**src/br_macros.svh**
```systemverilog
`ifndef BR_MACROS_SVH
`define BR_MACROS_SVH

// ----------------------------------------------------------------------------
// Datapath widths
// ----------------------------------------------------------------------------
`define BR_XLEN 32   // Data and address width
`define BR_PHY_W 8   // Physical register number
`define BR_TAG_W 32  // Instruction sequence number

// ----------------------------------------------------------------------------
// Instruction size for fall-through and link value
// ----------------------------------------------------------------------------
`define BR_LINK_OFFSET 32'd4

`endif

```
**src/br_pkg.sv**
```systemverilog
package br_pkg;

    // ------------------------------------------------------------------------
    // Conditional branch compare, funct3 encoding
    // ------------------------------------------------------------------------
    typedef enum logic [2:0] {
        BEQ  = 3'd0,
        BNE  = 3'd1,
        BLT  = 3'd4,   // Signed
        BGE  = 3'd5,   // Signed
        BLTU = 3'd6,
        BGEU = 3'd7
    } br_cond_e;

    // Codes 2 and 3 have no branch meaning

    // ------------------------------------------------------------------------
    // Kind of instruction held in the stage buffer
    // ------------------------------------------------------------------------
    typedef enum logic [1:0] {
        KIND_NONE   = 2'd0,   // Empty slot
        KIND_BRANCH = 2'd1,
        KIND_JAL    = 2'd2,
        KIND_JALR   = 2'd3    // Jump with return flag
    } br_kind_e;

    // Jumps are always taken, conditional branches depend on flags.
    // KIND_NONE marks a bubble and never produces any outputs
    // downstream of the buffer.

endpackage

```
**src/br_flag_unit.sv**
```systemverilog
`timescale 1ns/100ps
`include "br_macros.svh"

module br_flag_unit (
    input  logic [`BR_XLEN-1:0] operand1,
    input  logic [`BR_XLEN-1:0] operand2,
    output logic                negative,
    output logic                zero,
    output logic                overflow,
    output logic                carry
);

    // ------------------------------------------------------------------------
    // Subtract as operand1 + ~operand2 + 1, one extra bit for carry out
    // ------------------------------------------------------------------------
    logic [`BR_XLEN:0]   sum;
    logic [`BR_XLEN-1:0] diff;
    logic                sign1;
    logic                sign2;
    logic                sign_d;

    assign sum  = {1'b0, operand1} + {1'b0, ~operand2} + {{`BR_XLEN{1'b0}}, 1'b1};
    assign diff = sum[`BR_XLEN-1:0];

    assign sign1  = operand1[`BR_XLEN-1];
    assign sign2  = operand2[`BR_XLEN-1];
    assign sign_d = diff[`BR_XLEN-1];

    // ------------------------------------------------------------------------
    // Flags
    // ------------------------------------------------------------------------
    assign negative = sign_d;
    assign zero     = (diff == '0);

    // Operands of different sign and result sign flips away from operand1
    assign overflow = (sign1 != sign2) && (sign_d != sign1);

    assign carry = sum[`BR_XLEN];   // Set when no borrow

    // A signed less-than is then negative ^ overflow, an unsigned
    // less-than is simply a missing carry. Equality only needs zero.

endmodule

```
**src/br_stage_buffer.sv**
```systemverilog
`timescale 1ns/100ps
`include "br_macros.svh"

module br_stage_buffer import br_pkg::*; (
    input  logic                 clk,
    input  logic                 reset,
    input  logic                 is_branch,
    input  logic                 is_jump,
    input  logic                 is_return,
    input  logic                 pred_taken,
    input  logic                 pred_hit,
    input  logic [`BR_PHY_W-1:0] dest_phy,
    input  logic [`BR_TAG_W-1:0] inst_num,
    input  logic [`BR_XLEN-1:0]  immediate,
    input  logic [`BR_XLEN-1:0]  pc,
    input  logic [`BR_XLEN-1:0]  operand1,
    input  logic [2:0]           funct3,
    input  logic                 negative,
    input  logic                 zero,
    input  logic                 overflow,
    input  logic                 carry,
    output br_kind_e             b_kind,
    output logic                 b_pred_taken,
    output logic                 b_pred_hit,
    output logic [`BR_PHY_W-1:0] b_dest_phy,
    output logic [`BR_TAG_W-1:0] b_inst_num,
    output logic [`BR_XLEN-1:0]  b_immediate,
    output logic [`BR_XLEN-1:0]  b_pc,
    output logic [`BR_XLEN-1:0]  b_operand1,
    output logic [2:0]           b_funct3,
    output logic                 b_negative,
    output logic                 b_zero,
    output logic                 b_overflow,
    output logic                 b_carry
);

    // ------------------------------------------------------------------------
    // Strobe encoding
    // ------------------------------------------------------------------------
    br_kind_e kind_next;

    always_comb begin
        if (is_branch) begin
            kind_next = KIND_BRANCH;
        end else if (is_jump) begin
            kind_next = is_return ? KIND_JALR : KIND_JAL;
        end else begin
            kind_next = KIND_NONE;   // Bubble
        end
    end

    // ------------------------------------------------------------------------
    // Control and flag registers
    // ------------------------------------------------------------------------
    always_ff @(posedge clk) begin
        if (reset) begin
            b_kind       <= KIND_NONE;
            b_pred_taken <= 1'b0;
            b_pred_hit   <= 1'b0;
            b_negative   <= 1'b0;
            b_zero       <= 1'b0;
            b_overflow   <= 1'b0;
            b_carry      <= 1'b0;
        end else begin
            b_kind       <= kind_next;
            b_pred_taken <= pred_taken;
            b_pred_hit   <= pred_hit;
            b_negative   <= negative;
            b_zero       <= zero;
            b_overflow   <= overflow;
            b_carry      <= carry;
        end
    end

    // Payload, qualified by b_kind downstream
    always_ff @(posedge clk) begin
        b_dest_phy  <= dest_phy;
        b_inst_num  <= inst_num;
        b_immediate <= immediate;
        b_pc        <= pc;
        b_operand1  <= operand1;
        b_funct3    <= funct3;
    end

    // Issue side sends one kind per cycle
    a_one_kind : assert property (
        @(posedge clk) disable iff (reset) !(is_branch && is_jump)
    );

endmodule

```
**src/br_resolve.sv**
```systemverilog
`timescale 1ns/100ps
`include "br_macros.svh"

module br_resolve import br_pkg::*; (
    input  logic                 clk,
    input  logic                 reset,
    input  br_kind_e             b_kind,
    input  logic                 b_pred_taken,
    input  logic                 b_pred_hit,
    input  logic [`BR_PHY_W-1:0] b_dest_phy,
    input  logic [`BR_TAG_W-1:0] b_inst_num,
    input  logic [`BR_XLEN-1:0]  b_immediate,
    input  logic [`BR_XLEN-1:0]  b_pc,
    input  logic [`BR_XLEN-1:0]  b_operand1,
    input  logic [2:0]           b_funct3,
    input  logic                 b_negative,
    input  logic                 b_zero,
    input  logic                 b_overflow,
    input  logic                 b_carry,
    output logic                 resolve_valid,
    output logic [`BR_TAG_W-1:0] resolve_inst_num,
    output logic                 actual_taken,
    output logic                 mispredict,
    output logic [`BR_XLEN-1:0]  redirect_pc,
    output logic                 wb_valid,
    output logic [`BR_PHY_W-1:0] wb_phy,
    output logic [`BR_XLEN-1:0]  wb_data
);

    br_cond_e            cond;
    logic                cond_taken;
    logic                is_jump;
    logic                valid;
    logic                taken;
    logic                miss;
    logic [`BR_XLEN-1:0] target;
    logic [`BR_XLEN-1:0] jalr_sum;
    logic [`BR_XLEN-1:0] fall_through;

    // ------------------------------------------------------------------------
    // Branch condition from buffered flags
    // ------------------------------------------------------------------------
    assign cond = br_cond_e'(b_funct3);

    always_comb begin
        case (cond)
            BEQ:     cond_taken = b_zero;
            BNE:     cond_taken = !b_zero;
            BLT:     cond_taken = b_negative != b_overflow;
            BGE:     cond_taken = b_negative == b_overflow;
            BLTU:    cond_taken = !b_carry;   // Borrow
            BGEU:    cond_taken = b_carry;
            default: cond_taken = 1'b0;
        endcase
    end

    assign valid   = (b_kind != KIND_NONE);
    assign is_jump = (b_kind == KIND_JAL) || (b_kind == KIND_JALR);
    assign taken   = is_jump || ((b_kind == KIND_BRANCH) && cond_taken);

    // Taken without a BTB entry also counts as a miss
    assign miss = valid && ((taken != b_pred_taken) || (taken && !b_pred_hit));

    // ------------------------------------------------------------------------
    // Target and link
    // ------------------------------------------------------------------------
    assign jalr_sum     = b_operand1 + b_immediate;
    assign fall_through = b_pc + `BR_LINK_OFFSET;

    always_comb begin
        if (b_kind == KIND_JALR) begin
            target = {jalr_sum[`BR_XLEN-1:1], 1'b0};
        end else begin
            target = b_pc + b_immediate;
        end
    end

    // ------------------------------------------------------------------------
    // Output registers
    // ------------------------------------------------------------------------
    always_ff @(posedge clk) begin
        if (reset) begin
            resolve_valid <= 1'b0;
            actual_taken  <= 1'b0;
            mispredict    <= 1'b0;
            wb_valid      <= 1'b0;
        end else begin
            resolve_valid <= valid;
            actual_taken  <= taken;   // Low on bubbles
            mispredict    <= miss;
            wb_valid      <= is_jump;
        end
    end

    always_ff @(posedge clk) begin
        resolve_inst_num <= b_inst_num;
        redirect_pc      <= taken ? target : fall_through;
        wb_phy           <= b_dest_phy;
        wb_data          <= fall_through;   // Link value
    end

    // Issue never marks funct3 2 or 3 as a branch
    a_legal_cond : assert property (
        @(posedge clk) disable iff (reset)
        (b_kind == KIND_BRANCH) |-> !(b_funct3 inside {3'd2, 3'd3})
    );

endmodule

```
**src/branch_unit.sv**
```systemverilog
`timescale 1ns/100ps
`include "br_macros.svh"

module branch_unit import br_pkg::*; (
    input  logic                 clk,
    input  logic                 reset,
    input  logic                 is_branch,
    input  logic                 is_jump,
    input  logic                 is_return,
    input  logic                 pred_taken,
    input  logic                 pred_hit,
    input  logic [`BR_PHY_W-1:0] dest_phy,
    input  logic [`BR_TAG_W-1:0] inst_num,
    input  logic [`BR_XLEN-1:0]  immediate,
    input  logic [`BR_XLEN-1:0]  pc,
    input  logic [`BR_XLEN-1:0]  operand1,
    input  logic [`BR_XLEN-1:0]  operand2,
    input  logic [2:0]           funct3,
    output logic                 resolve_valid,
    output logic [`BR_TAG_W-1:0] resolve_inst_num,
    output logic                 actual_taken,
    output logic                 mispredict,
    output logic [`BR_XLEN-1:0]  redirect_pc,
    output logic                 wb_valid,
    output logic [`BR_PHY_W-1:0] wb_phy,
    output logic [`BR_XLEN-1:0]  wb_data
);

    // ------------------------------------------------------------------------
    // Stage 0 flags
    // ------------------------------------------------------------------------
    logic negative;
    logic zero;
    logic overflow;
    logic carry;

    br_flag_unit flags (
        .operand1 (operand1),
        .operand2 (operand2),
        .negative (negative),
        .zero     (zero),
        .overflow (overflow),
        .carry    (carry)
    );

    // ------------------------------------------------------------------------
    // Buffer outputs
    // ------------------------------------------------------------------------
    br_kind_e             b_kind;
    logic                 b_pred_taken;
    logic                 b_pred_hit;
    logic [`BR_PHY_W-1:0] b_dest_phy;
    logic [`BR_TAG_W-1:0] b_inst_num;
    logic [`BR_XLEN-1:0]  b_immediate;
    logic [`BR_XLEN-1:0]  b_pc;
    logic [`BR_XLEN-1:0]  b_operand1;
    logic [2:0]           b_funct3;
    logic                 b_negative;
    logic                 b_zero;
    logic                 b_overflow;
    logic                 b_carry;

    br_stage_buffer buffer (
        .clk          (clk),
        .reset        (reset),
        .is_branch    (is_branch),
        .is_jump      (is_jump),
        .is_return    (is_return),
        .pred_taken   (pred_taken),
        .pred_hit     (pred_hit),
        .dest_phy     (dest_phy),
        .inst_num     (inst_num),
        .immediate    (immediate),
        .pc           (pc),
        .operand1     (operand1),
        .funct3       (funct3),
        .negative     (negative),
        .zero         (zero),
        .overflow     (overflow),
        .carry        (carry),
        .b_kind       (b_kind),
        .b_pred_taken (b_pred_taken),
        .b_pred_hit   (b_pred_hit),
        .b_dest_phy   (b_dest_phy),
        .b_inst_num   (b_inst_num),
        .b_immediate  (b_immediate),
        .b_pc         (b_pc),
        .b_operand1   (b_operand1),
        .b_funct3     (b_funct3),
        .b_negative   (b_negative),
        .b_zero       (b_zero),
        .b_overflow   (b_overflow),
        .b_carry      (b_carry)
    );

    // Resolve, one more cycle
    br_resolve resolve (
        .clk              (clk),
        .reset            (reset),
        .b_kind           (b_kind),
        .b_pred_taken     (b_pred_taken),
        .b_pred_hit       (b_pred_hit),
        .b_dest_phy       (b_dest_phy),
        .b_inst_num       (b_inst_num),
        .b_immediate      (b_immediate),
        .b_pc             (b_pc),
        .b_operand1       (b_operand1),
        .b_funct3         (b_funct3),
        .b_negative       (b_negative),
        .b_zero           (b_zero),
        .b_overflow       (b_overflow),
        .b_carry          (b_carry),
        .resolve_valid    (resolve_valid),
        .resolve_inst_num (resolve_inst_num),
        .actual_taken     (actual_taken),
        .mispredict       (mispredict),
        .redirect_pc      (redirect_pc),
        .wb_valid         (wb_valid),
        .wb_phy           (wb_phy),
        .wb_data          (wb_data)
    );

endmodule

```
**config.mk**
```make
export PLATFORM = sky130hd
export DESIGN_NAME = branch_unit
export DESIGN_NICKNAME = d
export VERILOG_FILES = /design/src/br_pkg.sv /design/src/br_flag_unit.sv /design/src/br_stage_buffer.sv /design/src/br_resolve.sv /design/src/branch_unit.sv
export VERILOG_INCLUDE_DIRS = /design/src
export SDC_FILE = /design/constraint.sdc
export NUM_CORES = 1
export LEC_CHECK = 0
export BUFFER_PORTS_ARGS = -buffer_cell sky130_fd_sc_hd__buf_2
export CAP_MARGIN = 20
export CORE_ASPECT_RATIO = 0.8
export CORE_UTILIZATION = 40
export DETAILED_ROUTE_END_ITERATION = 10
export GPL_TIMING_DRIVEN = 0
export SLEW_MARGIN = 25
export SYNTH_ARGS = -nofsm -noshare
export SYNTH_HDL_FRONTEND = slang
export SYNTH_SLANG_ARGS = --single-unit
```
**constraint.sdc**
```tcl
create_clock -name clk -period 4.3 [get_ports clk]
set_input_delay 0.86 -clock clk [delete_from_list [all_inputs] [get_ports clk]]
set_output_delay 0.86 -clock clk [all_outputs]
set_load 0.02 [all_outputs]
```
# Word level (Yosys, flattened, before mapping)

Index checks and enable logic that the tools add are counted.

Output and inout port bits: 108
Bits of input ports: 178
Register bits: 255
Word-level logic and storage cells: 62

Reductions and logical operators: 14
Add/subtract/negate cells: 5
Bitwise gates (word level): 2
Eq/ne operators: 13
Multiplexer cells: 6

Operators by type and width:

| kind                                                                   | number |
|---|---|
| 32-bit adder                                                           | 2 |
| 32-bit two-way mux                                                     | 2 |
| 32-bit by 32-bit adder with 33-bit output                              | 1 |
| 33-bit by 1-bit adder with 33-bit output (second input constant)       | 1 |
| 32-bit by 3-bit adder with 32-bit output (second input constant)       | 1 |
| 32-bit zero test                                                       | 1 |
| 32-bit NOT                                                             | 1 |
| 3-bit equality test (second input constant)                            | 4 |
| 1-bit case mux with 6 select lines                                     | 1 |
| 2-bit equality test (second input constant)                            | 2 |
| 1-bit logical AND                                                      | 4 |
| 1-bit != test                                                          | 4 |
| 3-bit by 1-bit equality test with 1-bit output (second input constant) | 1 |
| 1-bit zero test                                                        | 3 |
| 3-bit zero test                                                        | 1 |
| 1-bit logical OR                                                       | 3 |
| 1-bit two-way mux                                                      | 3 |
| 3-bit OR reduction                                                     | 1 |
| 2-bit by 1-bit equality test with 1-bit output (second input constant) | 1 |
| 2-bit nonzero test                                                     | 1 |
| 1-bit equality test                                                    | 1 |
| 1-bit NOT                                                              | 1 |

# Depth between registers and ports, before layout

Gate-level depths: netlist (run 1).

Depth after elaboration: 7
Gate-level depth with buffers: 13
Gate-level depth less buffers: 13

# By module

A second synthesis (run 1) with hierarchy kept.

Cells, all modules: 1255
Area, all modules: 11644.9 µm²

Modules (own cells, without submodules):

| module          | cells each | area each (µm²) | times used | seq. area each (µm²) |
|---|---|---|---|---|
| br_resolve      | 802        | 6717.7          | 1          | 2162.1 |
| br_stage_buffer | 156        | 3001.6          | 1          | 2942.8 |
| br_flag_unit    | 297        | 1925.6          | 1          | 0.0 |

# Worst setup path after synthesis (run 1)

OpenSTA, ideal clock, no wires.

Path kind: input -> register
Start: input operand1[0]
End: register buffer.b_zero
Setup time: 0.088 ns
Cell stages on the path: 13
Path buffers: 0
Setup slack: 0.850 ns
Arrival: 3.362 ns
Data required time: 4.212 ns
Cells stage by stage: inv_1 > ha_1 > fa_1 > nor2b_1 > o2111ai_1 > a31o_2 > o21ai_2 > xnor2_1 > nand4_1 > or3_1 > nor4_2 > nand4_1 > nor4_2

Longest elaborated chain between the ends: 3

RTL lines:

| element                                   | line                  | source |
|---|---|---|
| start: declaration                        | branch_unit.sv:16     | `` input logic [`BR_XLEN-1:0] operand1, `` |
| 32-bit by 32-bit adder with 33-bit output | br_flag_unit.sv:22    | `` assign sum = {1'b0, operand1} + {1'b0, ~operand2} + {{`BR_XLEN{1'b0}}, 1'b1}; `` |
| 33-bit by 1-bit adder with 33-bit output  | br_flag_unit.sv:22    |  |
| 32-bit zero test                          | br_flag_unit.sv:33    | `assign zero = (diff == '0);` |
| end signal: assignment                    | br_stage_buffer.sv:69 | `b_zero <= zero;` |
| end: declaration                          | br_stage_buffer.sv:32 | `output logic b_zero,` |

Every way passes these cells.
A chain may end at the register's enable or synchronous reset.

# Worst setup path in the final report (run 1)

Start: register buffer.b_immediate[1]
End: register resolve.redirect_pc[28]

Longest elaborated chain between the ends: 3
Elaborated cells between the ends (all ways): 4
Those cells by class: 2 x add/sub; 2 x mux

RTL lines:

| element                                | line                               | source |
|---|---|---|
| start: declaration                     | br_stage_buffer.sv:27              | `` output logic [`BR_XLEN-1:0] b_immediate, `` |
| start signal: assignment               | br_stage_buffer.sv:79              | `b_immediate <= immediate;` |
| 32-bit adder, on equally long branches | br_resolve.sv:74, br_resolve.sv:67 |  |
| 32-bit two-way mux *                   | br_resolve.sv:71                   | `if (b_kind == KIND_JALR) begin` |
| 32-bit two-way mux *                   | br_resolve.sv:97                   | `redirect_pc <= taken ? target : fall_through;` |
| end signal: assignment                 | br_resolve.sv:97                   |  |
| end: declaration                       | br_resolve.sv:24                   | `` output logic [`BR_XLEN-1:0] redirect_pc, `` |

Every way passes the cells marked *; elsewhere a longest branch is shown, timed or not.

==> metrics.txt, run 1 <==
Hold Path Class reg -> reg; post-synthesis sequential area ratio 0.4476; Clock power frac 0.370; xor and xnor fraction of the mapped netlist area 0.07668; DR iter-0 viols around 560; placer congestion estimate 0.9270; Max Fclk 0.2724 GHz; Comb power frac 0.203; critical-path maximum fanout 3; grt total ovfl 0; vias a little under 10000; Setup crit start kind flip-flop; slew at the pin closest to its max-slew limit 1.022 ns; # DRC 0; Avg WL per Cell approximately 17 um; critical path depth in cells 12; pin count of the biggest net entering global routing 15; EDFF count, synth 0; reg2reg path depth 12; fraction of registers with async set/reset 0; total negative slack 0 ns; Switching Share 0.2851; # IOs 286; fraction of layout cells with a size suffix above 1 0.2331; vias in the first global route 9236; post-synth cell types 76; multi-input logic area 5981 um2; CTS hold repair buffers 0; PD cells 429.9 nW/um2; # placed instances 1852; Critical Path RT 4.72 ns; core box area 27630 um2; Sequential Power Share 0.427; Compound-Gate Fraction of Synth Area 0.1922; mux cell area share after synthesis 0.003730; Top Family by Delay on Critical Path compound AO/OA/AOI/OAI gates; Die H 153.0 um; first-pass GRT wire length 51030 um; Max IR drop VDD 371.7 uV; max-slew violation count 0; Syn. warnings 0; CTS Sinks 255; Critical Path End Type flip-flop; CP Data Arrival Time 4.09 ns; cell area after synthesis roughly 11000 um2; kind of critical path reg -> reg; WHS 0.3257 ns; initial antenna violation count 1; RSZ-0062 raised after global routing no; crit-path max cell delay 0.65 ns; Synth Instances ~1200; CTS Buf Count 26; GRT Util Overall 0.2229; post-DR vias/cell 5.120; row cnt 54; crit-path cells inv_1, fa_1, nand2b_1, a21oi_1, o21ai_0, a2111oi_1, o211ai_1, a21boi_0, o211a_1, mux2i_1, nor2_1, nor4b_1; post-DP HPWL 26880 um; clock slew at reported path FFs 0.06 ns; drt total wl 33180 um; CTS tree yes; Fillers 2631; Clock Path Buffers 3; final total power 6.089 mW; switching pwr 1.736 mW; Post-Syn Area per Cell 9.473 um2; Area growth syn-to-layout 24.18%; synthesized flop and latch total 255; DIE AREA 29200 um2; Max Cap Viol 0; setup bufs post-CTS 0; Hold Crit Depth 0; Detailed Routing Iterations Pass 1 5; Simple-Gate Fraction of Synth Area 0.1434; CP max-delay cell a2111oi_1; Horiz. Die Dim 190.8 um; worst clock skew roughly 0.02 ns; Int Pwr 4.353 mW; largest family of logic cells by synthesized area compound AO/OA/AOI/OAI gates; Main synth FF type dfxtp_1; nets@finish 1791; FF+latch area 5105 um2; clock root buffer clkbuf_16; DRT antenna net count 0; final setup fails 0; initial core utilization 0.4128; Post-Syn Nets 1479; worst slack at placement 0.2393 ns; clock latency at the later pin of the worst-skew pair 0.54 ns; Final Hold Fails 0; Max H-tree Level 1; final worst slack between 0.6 and 0.7 ns; CP Buf/Inv Count 1; Leakage 6.628 nW; # resized after CTS 0; Final min period approximately 3.7 ns; outcome complete, no violations; number of port buffers around 280; crit share post-route 0.8537; Post-Layout Cell Count 1901; max_slew headroom 0.3142; adder-cell area share of the yosys netlist 0.1084
==> registers in the layout, indices dropped and copies added, names as in the netlist, 2 cells and up <==
signal and flops:
buffer.b_kind 2, buffer.b_inst_num 32, resolve.redirect_pc 32, buffer.b_pc 32, resolve.wb_data 32, buffer.b_dest_phy 8, buffer.b_immediate 32, buffer.b_funct3 3
resolve.wb_phy 8, resolve.resolve_inst_num 32, buffer.b_operand1 32
==> logic make-up after synthesis <==
family          Yosys count
compound gates          339
xor+xnor                 99
fa+ha+maj                97
buf+inv                  83
flops                   255
mux                       4
simple gates            327
==> per-layer routing <==
metal / vias to the layer above / global-route usage / routed length (um)
met3: 40 / 0.03605 / 2392
met1: 4408 / 0.3201 / 16090
met4: 0 / 0.05790 / 728
li1: 4937 / - / -
met2: 348 / 0.3439 / 13970
met5: - / 0 / 0
==> cell usage in the layout, fill, tap and decap left out, drive strengths merged, types with 48 or more instances in the layout <==
cell type  count
a21o          48
a21oi        115
buf          289
clkbuf        58
dfxtp        255
ha            94
inv           57
nand2         92
nor2          74
o21ai         64
xnor2         63
==> cell usage after synthesis (all sizes together) (5+ instances only) <==
cell	number	area, um2
nand3	35	175.2
a21oi	115	590.6
nand4	17	106.4
nor3b	7	52.55
dfxtp	255	5105
o21a	9	67.56
inv	56	210.2
xor2	36	315.3
or2	6	37.54
nor2b	12	75.07
nand2	92	347.8
nand2b	18	112.6
clkbuf	22	85.08
xnor2	63	559.3
o211ai	7	52.55
and2	8	50.05
a21o	48	360.4
a211oi	17	127.6
o21bai	8	60.06
o22ai	8	50.05
buf	5	25.02
a31oi	12	75.07
nor3	11	55.05
a21boi	5	37.54
nor2	74	277.8
o21ai	64	324.1
ha	94	1176
and4	7	61.31
nor4	6	50.04
and3	18	112.6
==> layout make-up <==
| cell class | count | share of cell area |
|---|---|---|
| Antenna cell | 1 | 0.0001767 |
| Buffer | 27 | 0.007774 |
| Clock buffer | 36 | 0.05212 |
| Clock inverter | 12 | 0.009894 |
| Inverter | 56 | 0.01484 |
| Multi-Input combinational cell | 866 | 0.4223 |
| Sequential cell | 255 | 0.3604 |
| Tap cell | 364 | 0.03216 |
| Timing Repair Buffer | 284 | 0.1004 |
==> path summary, 6_finish.rpt <==
path / from / endpoint / slack (ns)
hold / removal: buffer.b_inst_num[1]$_DFF_P_ / resolve.resolve_inst_num[1]$_DFF_P_ / 0.33
setup reg to reg: buffer.b_immediate[1]$_DFF_P_ / resolve.redirect_pc[28]$_DFF_P_ / 0.63
hold reg to reg: buffer.b_inst_num[1]$_DFF_P_ / resolve.resolve_inst_num[1]$_DFF_P_ / 0.33
setup / recovery: buffer.b_immediate[1]$_DFF_P_ / resolve.redirect_pc[28]$_DFF_P_ / 0.63
==> per-stage QoR <==
step / utilization / area [um2]
after floorplan: - / 11410
after global placement: 0.4807 / 13280
after detailed placement: 0.4807 / 13280
after CTS: 0.5125 / 14160
after global routing: 0.5125 / 14160
final: 0.5125 / 14160
==> power groups by stage <==
| stage | registers, mW | clock network (mW) | logic (mW) |
|---|---|---|---|
| after floorplan | 2.73 | 0 | 0.734 |
| after global routing | 2.62 | 2.41 | 1.36 |
| final | 2.60 | 2.25 | 1.23 |
| after global placement | 2.65 | 0 | 1.22 |
| after CTS | 2.60 | 2.31 | 1.23 |
| after detailed placement | 2.65 | 0 | 1.22 |
Note: power is estimated with default switching activity, not from simulation.
==> inputs of run 2 (changes only) <==
Settings changed: CORE_UTILIZATION 40 to 45, GPL_TIMING_DRIVEN 0 to unset, PLACE_DENSITY set to 0.77.
==> run 2 against run 1 <==
  * Worst hold slack worse by 0.019 ns
  * Clock skew rose by 0.011 ns
  * Total power up 1.4%
  * Setup slack lost 0.029 ns
  * Utilization grew 5.9 points
  * Final area down 0.60%
  * Register-to-register slack worse by 0.03 ns
  * Critical path type unchanged
==> metrics.txt, run 2 (same netlist as run 1, synthesis figures left out) <==
Final min period 3.700 ns (+0.02906 ns); HP Start buffer.b_inst_num[24]$_DFF_P_; clock slew at reported path FFs 0.07 ns (about the same); CTS hold repair buffers 0 (unchanged); # placed instances 1784 (-3.7%); slew at the pin closest to its max-slew limit 0.7885 ns (-0.2334 ns); placer congestion estimate 0.9725 (+4.9%); # DRC 0 (unchanged); routed length on met3 2290 um (-4.3%); worst slack at placement 0.4451 ns (+0.2058 ns); Min-Delay Endpoint resolve.resolve_inst_num[24]$_DFF_P_; Hold Crit Depth 0 (unchanged); FF+latch area 5105 um2 (unchanged); pin count of the biggest net entering global routing 39 (+24); critical-path maximum fanout 3 (unchanged); post-DP HPWL 24700 um (-8.1%); total negative slack 0 ns (unchanged); Hold Path Class reg -> reg; Worst R2R End resolve.redirect_pc[28]$_DFF_P_; GRT Util Overall 0.2317 (+0.008764); Max Cap Viol 0 (unchanged); reg2reg setup slack 0.60 ns (-0.03 ns); Die H 144.4 um (-5.6%); fraction of layout cells with a size suffix above 1 0.2354 (+0.002377); max-slew violation count 0 (unchanged); CP Data Arrival Time 4.14 ns (+0.05 ns); DR iter-0 viols 772 (+38%); final worst slack 0.6000 ns (-0.02906 ns); grt total ovfl 0 (unchanged); Fillers 2215 (-16%); Clock Path Buffers 3 (unchanged); DIE AREA 25990 um2 (-11%); clock root buffer clkbuf_16; DR top layer met4; Critical Path End Type flip-flop; DRT antenna net count 0 (unchanged); Post-Layout Cell Count 1837 (-3.4%); WHS 0.3070 ns (-0.01875 ns); setup bufs post-CTS 0 (unchanged); CTS Sinks 255 (unchanged); first-pass GRT wire length 47600 um (-6.7%); M1 WL 14560 um (-9.5%); Avg WL per Cell 17.00 um (-2.6%); Detailed Routing Iterations Pass 1 5 (unchanged); reg2reg start buffer.b_immediate[1]$_DFF_P_; final setup fails 0 (unchanged); kind of critical path reg -> reg; # IOs 286 (unchanged); Final Hold Fails 0 (unchanged); nets@finish 1769 (-1.2%); max_slew headroom 0.4724 (+0.1582); PD cells 438.4 nW/um2 (+2.0%); initial antenna violation count 7 (+6); crit share post-route 0.8605 (+0.006759); Critical Path RT 4.74 ns (+0.02 ns); most common cell after layout, fill and taps aside buf_2; core box area 24630 um2 (-11%); Leakage 6.621 nW (-0.11%); CTS Buf Count 26 (unchanged); # resized after CTS 0 (unchanged); Max Fclk 0.2703 GHz (-0.79%); highest-count cells in the layout ignoring fill and taps buf_2, dfxtp_1, a21oi_1, ha_1, nand2_1; drt total wl 31230 um (-5.9%); Max IR drop VDD 289.2 uV (-22%); worst clock skew 0.03065 ns (+0.01054 ns); reg2reg path depth 12 (unchanged); Setup crit start kind flip-flop; initial core utilization 0.4631 (+0.05032); CTS tree yes; vias 9763 (+0.31%); met2 routed WL 13460 um (-3.7%); Max H-tree Level 1 (unchanged); Horiz. Die Dim 180.0 um (-5.7%); Area growth syn-to-layout 23.43%; vias in the first global route 9080 (-1.7%); outcome complete, no violations; multi-input logic area 5981 um2 (unchanged); row cnt 51 (-5.6%); number of port buffers 285 (+0.35%); RSZ-0062 raised after global routing no; clock latency at the later pin of the worst-skew pair 0.54 ns (about the same); post-DR vias/cell 5.315 (+3.8%)
==> run 2: worst max-delay path by stage <==
stage	startpoint	end	cells after the start
finish	buffer.b_immediate[1]$_DFF_P_	resolve.redirect_pc[28]$_DFF_P_	12
global route	buffer.b_immediate[1]$_DFF_P_	resolve.redirect_pc[28]$_DFF_P_	12
CTS	buffer.b_immediate[1]$_DFF_P_	resolve.redirect_pc[28]$_DFF_P_	12
detailed placement	operand1[0]	buffer.b_zero$_SDFF_PP0_	14
global placement	operand1[0]	buffer.b_zero$_SDFF_PP0_	14
floorplan	operand1[0]	buffer.b_zero$_SDFF_PP0_	13
==> run 2: layout make-up <==
class	instances	area share
diodes	7	0.001244
repair buffers	289	0.1034
well taps	318	0.02826
flip-flops and latches	255	0.3626
clock inverters	11	0.01182
inverters	56	0.01493
multi-input cells	866	0.4248
clock buffers	35	0.05288
==> run 2: power by group <==
group | leakage (nW) | total (mW) | internal, mW | switching, mW
Combinational | 4.04 | 1.22 | 0.504 | 0.717
Sequential | 2.15 | 2.60 | 2.52 | 0.0804
Clock | 0.432 | 2.35 | 1.40 | 0.948
==> run 2: metrics by stage <==
step                      utilization  instance area (um2)  power [mW]
after floorplan                     -                11410       3.469
after global placement         0.5339                13150       3.833
after detailed placement       0.5339                13150       3.852
after CTS                      0.5709                14060       6.198
after global routing           0.5716                14080       6.446
final                          0.5716                14080       6.173
==> run 2: critical path, cell delays in order (launching register included) <==
cell and delay, ns:
dfxtp_1 0.39, inv_1 0.11, fa_1 0.45, nand2b_1 0.19, a21oi_1 0.24, o21ai_0 0.25
a2111oi_1 0.70, o211ai_1 0.21, a21boi_0 0.35, o211a_1 0.23, mux2i_1 0.19, nor2_1 0.06
nor4b_1 0.25
==> run 2: routing by layer <==
| layer | up-vias | track usage |
|---|---|---|
| met1 | 4423 | 0.3266 |
| met3 | 57 | 0.03878 |
| li1 | 4892 | - |
| met4 | 0 | 0.08848 |
| met2 | 391 | 0.3541 |
| met5 | - | 0 |
